### config.mk
export PLATFORM = sky130hd
export DESIGN_NAME = muldiv_top
export DESIGN_NICKNAME = d
export VERILOG_FILES = /design/src/source/muldiv_types_pkg.sv /design/src/source/muldiv_op_pkg.sv /design/src/source/muldiv_top.sv /design/src/source/muldiv_ctrl.sv /design/src/source/mul_unit.sv /design/src/source/div_unit.sv
export VERILOG_INCLUDE_DIRS = /design/src /design/src/include
export SDC_FILE = /design/constraint.sdc
export NUM_CORES = 2
export LEC_CHECK = 0
export BUFFER_PORTS_ARGS = -buffer_cell sky130_fd_sc_hd__buf_4
export CAP_MARGIN = 20
export CORE_MARGIN = 2
export CORE_UTILIZATION = 45
export DETAILED_ROUTE_END_ITERATION = 16
export PLACE_DENSITY = 0.66
export SYNTH_ARGS = -nofsm -noshare
export SYNTH_HDL_FRONTEND = slang
export SYNTH_SLANG_ARGS = --single-unit
### constraint.sdc
create_clock -name clk_i -period 25.1 [get_ports clk_i]
set_input_delay 0 -clock clk_i [delete_from_list [all_inputs] [get_ports clk_i]]
set_output_delay 0 -clock clk_i [all_outputs]
set_load 0.02 [all_outputs]
### src/include/muldiv_defines.svh
// word width, divider step count and multiplier latency of the M-extension unit
`ifndef MULDIV_DEFINES_SVH
`define MULDIV_DEFINES_SVH

// RV32 only, the funct3 encoding and overflow rules assume 32 bits
`define MD_XLEN 32

// one quotient bit per step
`define MD_DIV_STEPS 32

// start to valid, operand stage plus product stage
`define MD_MUL_LAT 2

`endif
### src/source/muldiv_types_pkg.sv
// data width typedefs for operand words, products and divider working vectors
`include "muldiv_defines.svh"

package muldiv_types_pkg;

	// operand or result word
	typedef logic [`MD_XLEN-1:0] xlen_t;

	// full product of two words
	typedef logic [2*`MD_XLEN-1:0] dword_t;

	// remainder with borrow bit
	typedef logic [`MD_XLEN:0] dwork_t;

	// one-hot divider step counter, top bit is the finish cycle
	typedef logic [`MD_DIV_STEPS:0] dstep_t;

endpackage

### src/source/muldiv_op_pkg.sv
// operation enum, request struct and controller state enum
package muldiv_op_pkg;

	import muldiv_types_pkg::*;

	// funct3 order, bit 2 selects division
	typedef enum logic [2:0] {
		MUL    = 3'b000,
		MULH   = 3'b001,
		MULHSU = 3'b010,
		MULHU  = 3'b011,
		DIV    = 3'b100,
		DIVU   = 3'b101,
		REM    = 3'b110,
		REMU   = 3'b111
	} md_op_e;

	typedef struct packed {
		md_op_e op;
		xlen_t  rs1;
		xlen_t  rs2;
	} md_req_t;

	typedef enum logic [1:0] {
		IDLE,
		BUSY,
		DRAIN // result given, waiting for req to drop
	} ctrl_state_e;

endpackage

### src/source/muldiv_top.sv
// top level connecting controller, divider and multiplier
`timescale 1ns/1ps

module muldiv_top
	import muldiv_types_pkg::*;
	import muldiv_op_pkg::*;
(
	input  logic    clk_i,
	input  logic    rst_i,
	input  logic    req_i,
	input  md_req_t req_data_i,
	output logic    done_o,
	output xlen_t   result_o
);

	md_req_t unit_req;
	logic    div_start;
	logic    mul_start;
	logic    div_valid;
	logic    mul_valid;
	xlen_t   div_res;
	xlen_t   mul_res;

	muldiv_ctrl muldiv_ctrl_i (
		.clk_i       (clk_i),
		.rst_i       (rst_i),
		.req_i       (req_i),
		.req_data_i  (req_data_i),
		.div_valid_i (div_valid),
		.div_res_i   (div_res),
		.mul_valid_i (mul_valid),
		.mul_res_i   (mul_res),
		.div_start_o (div_start),
		.mul_start_o (mul_start),
		.unit_req_o  (unit_req),
		.done_o      (done_o),
		.result_o    (result_o)
	);

	div_unit div_unit_i (
		.clk_i      (clk_i),
		.rst_i      (rst_i),
		.start_i    (div_start),
		.req_i      (unit_req),
		.valid_o    (div_valid),
		.quot_rem_o (div_res)
	);

	mul_unit mul_unit_i (
		.clk_i   (clk_i),
		.rst_i   (rst_i),
		.start_i (mul_start),
		.req_i   (unit_req),
		.valid_o (mul_valid),
		.prod_o  (mul_res)
	);

endmodule

### src/source/muldiv_ctrl.sv
// request tracker dispatching to multiplier or divider, with result register and done strobe
`timescale 1ns/1ps

module muldiv_ctrl
	import muldiv_types_pkg::*;
	import muldiv_op_pkg::*;
(
	input  logic    clk_i,
	input  logic    rst_i,
	input  logic    req_i,
	input  md_req_t req_data_i,
	input  logic    div_valid_i,
	input  xlen_t   div_res_i,
	input  logic    mul_valid_i,
	input  xlen_t   mul_res_i,
	output logic    div_start_o,
	output logic    mul_start_o,
	output md_req_t unit_req_o,
	output logic    done_o,
	output xlen_t   result_o
);

	ctrl_state_e state_q;
	logic        req_prev_q;
	logic        is_div_q;   // unit serving the current request

	logic        launch;
	logic        accept;
	logic        unit_valid;
	xlen_t       unit_res;

	assign unit_valid = is_div_q ? div_valid_i : mul_valid_i;
	assign unit_res   = is_div_q ? div_res_i : mul_res_i;

	assign launch = (state_q == IDLE) && req_i && !req_prev_q; // rising edge of req
	assign accept = (state_q == BUSY) && req_i && unit_valid;

	always_ff @(posedge clk_i) begin
		if (rst_i) begin
			state_q     <= IDLE;
			req_prev_q  <= 1'b0;
			is_div_q    <= 1'b0;
			div_start_o <= 1'b0;
			mul_start_o <= 1'b0;
			done_o      <= 1'b0;
		end else begin
			req_prev_q  <= req_i;
			div_start_o <= 1'b0;
			mul_start_o <= 1'b0;
			done_o      <= 1'b0;
			case (state_q)
				IDLE: begin
					if (launch) begin
						is_div_q    <= req_data_i.op[2];
						div_start_o <= req_data_i.op[2];
						mul_start_o <= ~req_data_i.op[2];
						state_q     <= BUSY;
					end
				end
				BUSY: begin
					if (!req_i) begin
						state_q <= IDLE; // abandoned, late valid is ignored
					end else if (accept) begin
						done_o  <= 1'b1;
						state_q <= DRAIN;
					end
				end
				DRAIN: begin
					if (!req_i) begin
						state_q <= IDLE;
					end
				end
				default: state_q <= IDLE;
			endcase
		end
	end

	always_ff @(posedge clk_i) begin
		if (launch) begin
			unit_req_o <= req_data_i;
		end
		if (accept) begin
			result_o <= unit_res; // held until the next done
		end
	end

endmodule

### src/source/mul_unit.sv
// two-stage multiplier returning the low or high product word for MUL, MULH, MULHSU, MULHU
`timescale 1ns/1ps
`include "muldiv_defines.svh"

module mul_unit
	import muldiv_types_pkg::*;
	import muldiv_op_pkg::*;
(
	input  logic    clk_i,
	input  logic    rst_i,
	input  logic    start_i,
	input  md_req_t req_i,
	output logic    valid_o,
	output xlen_t   prod_o
);

	md_op_e                      op1_q;
	logic signed [`MD_XLEN:0]    a_q;
	logic signed [`MD_XLEN:0]    b_q;
	logic [`MD_MUL_LAT-1:0]      vld_q;

	logic                        a_sgn;
	logic                        b_sgn;
	logic signed [2*`MD_XLEN+1:0] prod_full;
	dword_t                      prod_w;

	// rs1 is signed for MULH and MULHSU, rs2 only for MULH
	assign a_sgn = (req_i.op == MULH) || (req_i.op == MULHSU);
	assign b_sgn = (req_i.op == MULH);

	// 33x33 signed covers every sign mix
	assign prod_full = a_q * b_q;
	assign prod_w    = prod_full[2*`MD_XLEN-1:0];

	assign valid_o = vld_q[`MD_MUL_LAT-1];

	always_ff @(posedge clk_i) begin
		if (rst_i) begin
			vld_q <= '0;
		end else begin
			vld_q <= {vld_q[`MD_MUL_LAT-2:0], start_i};
		end
	end

	// stage 1, extended operands
	always_ff @(posedge clk_i) begin
		if (start_i) begin
			a_q   <= {a_sgn & req_i.rs1[`MD_XLEN-1], req_i.rs1};
			b_q   <= {b_sgn & req_i.rs2[`MD_XLEN-1], req_i.rs2};
			op1_q <= req_i.op;
		end
	end

	// stage 2, product and word select
	always_ff @(posedge clk_i) begin
		if (vld_q[0]) begin
			if (op1_q == MUL) begin
				prod_o <= prod_w[`MD_XLEN-1:0];
			end else begin
				prod_o <= prod_w[2*`MD_XLEN-1:`MD_XLEN];
			end
		end
	end

endmodule

### src/source/div_unit.sv
// restoring divider for DIV, DIVU, REM and REMU with zero-divisor handling
`timescale 1ns/1ps
`include "muldiv_defines.svh"

module div_unit
	import muldiv_types_pkg::*;
	import muldiv_op_pkg::*;
(
	input  logic    clk_i,
	input  logic    rst_i,
	input  logic    start_i,
	input  md_req_t req_i,
	output logic    valid_o,
	output xlen_t   quot_rem_o
);

	md_op_e op_q;
	logic   neg_dvd_q;
	logic   neg_dvs_q;
	logic   zero_q;
	xlen_t  dvd_q;  // raw dividend, returned as remainder on zero divisor
	xlen_t  quo_q;  // dividend shifts out, quotient shifts in
	dwork_t rem_q;
	dwork_t dvs_q;
	dstep_t step_q;

	logic   sgn_op;
	xlen_t  rs1_mag;
	xlen_t  rs2_mag;
	dwork_t trial;
	logic   borrow;
	xlen_t  quo_fix;
	xlen_t  rem_fix;
	xlen_t  fin_res;

	// bit 0 of the div ops marks unsigned
	assign sgn_op  = ~req_i.op[0];
	assign rs1_mag = (sgn_op && req_i.rs1[`MD_XLEN-1]) ? -req_i.rs1 : req_i.rs1;
	assign rs2_mag = (sgn_op && req_i.rs2[`MD_XLEN-1]) ? -req_i.rs2 : req_i.rs2;

	// shift next dividend bit in and try the subtraction
	assign trial  = {rem_q[`MD_XLEN-1:0], quo_q[`MD_XLEN-1]} - dvs_q;
	assign borrow = trial[`MD_XLEN];

	assign quo_fix = (neg_dvd_q ^ neg_dvs_q) ? -quo_q : quo_q;
	assign rem_fix = neg_dvd_q ? -rem_q[`MD_XLEN-1:0] : rem_q[`MD_XLEN-1:0];

	always_comb begin
		if (zero_q) begin
			fin_res = op_q[1] ? dvd_q : '1; // rem keeps dividend, div gives all ones
		end else begin
			fin_res = op_q[1] ? rem_fix : quo_fix;
		end
	end

	// step counter and valid
	always_ff @(posedge clk_i) begin
		if (rst_i) begin
			step_q  <= '0;
			valid_o <= 1'b0;
		end else begin
			// a restart drops the result of the old run
			valid_o <= step_q[`MD_DIV_STEPS] & ~start_i;
			if (start_i) begin
				step_q <= dstep_t'(1);
			end else begin
				step_q <= step_q << 1; // finish bit falls off the top
			end
		end
	end

	always_ff @(posedge clk_i) begin
		if (start_i) begin
			op_q      <= req_i.op;
			neg_dvd_q <= sgn_op & req_i.rs1[`MD_XLEN-1];
			neg_dvs_q <= sgn_op & req_i.rs2[`MD_XLEN-1];
			zero_q    <= (req_i.rs2 == '0);
			dvd_q     <= req_i.rs1;
			quo_q     <= rs1_mag;
			rem_q     <= '0;
			dvs_q     <= {1'b0, rs2_mag};
		end else if (|step_q[`MD_DIV_STEPS-1:0]) begin
			quo_q <= {quo_q[`MD_XLEN-2:0], ~borrow};
			if (borrow) begin
				rem_q <= {rem_q[`MD_XLEN-1:0], quo_q[`MD_XLEN-1]}; // restore
			end else begin
				rem_q <= trial;
			end
		end else if (step_q[`MD_DIV_STEPS]) begin
			quot_rem_o <= fin_res;
		end
	end

endmodule

==> results.yml <==
logic_synthesis:
  syn-cell-area_um2: 56900
  yosysUniqueCellTypes: 79
  yosysWarningCount: 0
  synth.yosys.seq_area_share_pct: 20.16
  synth_seq_cells: 407
  synth_edf_count: 332
  syn_nets: 7112
  async_flop_share_pct: 0
  synth_area_per_cell_um2: 10.04
  syn_inst: 5668
  yosys_most_used_dff: "edfxtp_1"
floorplan:
  num_io_pins: 103
  die_w_um: 359.6
  die_y_um: 359.6
  core-area_um2: 125600
  die_area_um2: 129300
  initial_core_util_pct: 45.31
  fp-row-count: 130
drt:
  final_antenna_net_count: 0
  wl_per_cell_um: 20.51
  via_per_inst: 5.347
  dr_total_vias: 39440
  finalWirelength_um: 151300
  drt_pass1_iterations: 10
  drt_drc_violations_left: 0
  drtIter0Drc: 2846
clock_tree:
  cts_tree: "yes"
  numCtsBuffers: 43
  clock_latency_ps: 590
  clockBufferDepth: 3
  clock-root-buffer: "clkbuf_16"
  clkSlewWorstSetupHoldPaths_ps: 70
  htreeDepth: 2
  post-cts-setup-buffers: 0
  cts.sinks: 407
final_layout:
  nets: 7129
  n_fill_cell: 11470
  multi_input_comb_area_um2: 40060
  area.sequential_um2: 11480
  area_growth_pct: 8.097
  drive_above_1_share_pct: 5.769
global_route:
  grt_pass1_vias: 43360
  grt_use_total_pct: 24.22
  grt-ovfl-total: 0
  antenna_found_initial: 6
  grt_pass1_wl_um: 245400
  grt_max_degree: 87
worst_setup_path:
  startpoint: "mul_unit_i.b_q[0]"
  r2r-start: "mul_unit_i.b_q[0]"
  crit_slowest_cell: "edfxtp_1"
  crit_path_cell_trace: "nand2_1, inv_1, fa_1, fa_1, fa_1, fa_1, inv_1, fa_1, inv_1, fa_1, fa_1, inv_1, fa_1, inv_1, ha_1, a21o_1, a21o_1, a21oi_1, nand2_1, a311o_1, a31oi_1, o21ai_0, mux2i_1, o21ai_0"
  max_stage_delay_ps: 990
  path_max_fanout: 33
  cp_data_required_time_ps: 25440
  cp_common_cell: "fa_1"
  cp-end-kind: "register"
  cp-start-kind: "register"
  critPathTopFamily: "adder cells"
  worst-endpoint-arrival_ps: 9340
  crit_type: "reg2reg"
  path_buf_inv: 5
timing:
  tightest_slew_ps: 1135
  finalCriticalPeriod_ps: 9007
  fmax_mhz: 111.0
  max_slew_margin_pct: 24.35
  maxSlewViolCount: 0
  finalSetupViolCount: 0
  clock_skew_ps: 29.02
  fin_crit_sh_pct: 35.88
  rsz0062_at_grt: "false"
  finalHoldViolCount: 0
  finalSetupTns_ps: 0
placed_design:
  hpwl_um: 116600
  gp_congestion: 0.9321
  io_buffers: 102
min_path:
  min-delay-start: "req_data_i[61]"
  hold_class: "in2reg"
run_status:
  status: "completed"
run:
  maxCapViolCount: 0
[synth_stat cells (all sizes together) (35+ instances only)]
cell    count  share of area, %
xor2       84               1.3
nor2      175               1.2
edfxtp    332                18
a21o       51              0.67
mux2i      59               1.0
nor2b      39              0.43
fa       1126                40
mux2       35              0.69
nand2     636               4.2
inv      1154               7.6
nor3       36              0.33
ha        248               5.5
xnor2     134               2.1
dfxtp      75               2.6
clkbuf    268               1.8
and2      575               6.3
o21ai      95              0.84
a21oi     168               1.5
[stage by stage]
stage	cell area (um2)	cells	setup slack, ps	util [%]	hold WS, ps
floorplan	56900	5668	17190	-	76.15
finish	61510	7375	16090	48.98	131.5
CTS	61490	7370	16110	48.97	104.3
detailed placement	59330	7221	16140	47.25	179.4
global route	61500	7373	15610	48.98	128.6
global placement	59330	7221	16260	47.25	178.3
[path summary, 6_finish.rpt]
kind                                   to  slack, ps  cells after the start
max                 mul_unit_i.prod_o[28]      16090                     24
min reg2reg            div_unit_i.valid_o        440                      1
max reg2reg         mul_unit_i.prod_o[28]      16090                     24
min          muldiv_ctrl_i.unit_req_o[61]        130                      2
[logic make-up after synthesis]
kind of cell / synth area share (%)
AO/OA/AOI/OAI: 5.772
XOR/XNOR: 3.369
adder cells (fa/ha/maj): 45.07
buffers and inverters: 9.506
AND/OR/NAND/NOR: 14.39
flip-flops: 20.16
multiplexers: 1.731
[cell type report]
type | instances | share of cell area [%]
inverter | 1154 | 7.043
sequential | 407 | 18.66
multi-input combinational | 3824 | 65.13
antenna | 5 | 0.02034
tap | 1650 | 3.357
clock inverter | 35 | 0.6367
timing repair buffer | 255 | 3.393
clock buffer | 45 | 1.762
[routing by layer]
layer	wire (um)	vias up	GRT usage, %
li1	-	17370	-
met1	61610	20530	32.05
met2	74980	1291	41.66
met3	9401	240	2.760
met4	5262	2	7.777
met5	8	-	0
[what timing repair did]
action / CTS / global route
resized for setup: 0 / 0
hold buffers: 69 / 0
endpoints found under the hold margin: 77 / 0
[flip-flops by register name, indices dropped and copies added (netlist names), 2 cells and up]
signal,flops
div_unit_i.dvd_q,32
div_unit_i.dvs_q,32
div_unit_i.quo_q,32
div_unit_i.quot_rem_o,32
div_unit_i.rem_q,32
div_unit_i.step_q,33
mul_unit_i.a_q,33
mul_unit_i.b_q,33
mul_unit_i.op1_q,3
mul_unit_i.prod_o,32
mul_unit_i.vld_q,2
muldiv_ctrl_i.result_o,32
muldiv_ctrl_i.state_q,2
muldiv_ctrl_i.unit_req_o,67
[cell usage in the layout, fill, tap and decap left out, types with 30 or more instances in the layout]
| cell | instances |
|---|---|
| a22oi_1 | 32 |
| mux2_2 | 35 |
| nor2_1 | 173 |
| edfxtp_1 | 332 |
| xnor2_1 | 133 |
| o21ai_0 | 89 |
| and2_1 | 575 |
| clkbuf_16 | 43 |
| buf_4 | 186 |
| dlygate4sd3_1 | 69 |
| nand2_1 | 636 |
| nor2b_1 | 39 |
| mux2i_1 | 59 |
| a211oi_1 | 30 |
| ha_1 | 248 |
| nor3_1 | 33 |
| dfxtp_1 | 73 |
| a21oi_1 | 168 |
| xor2_1 | 83 |
| fa_1 | 1126 |
| inv_1 | 1154 |
| a21o_1 | 51 |
Power is left out: the tool's default activity adds up to more than one toggle a clock period on the data nets, which glitch-free logic cannot reach.
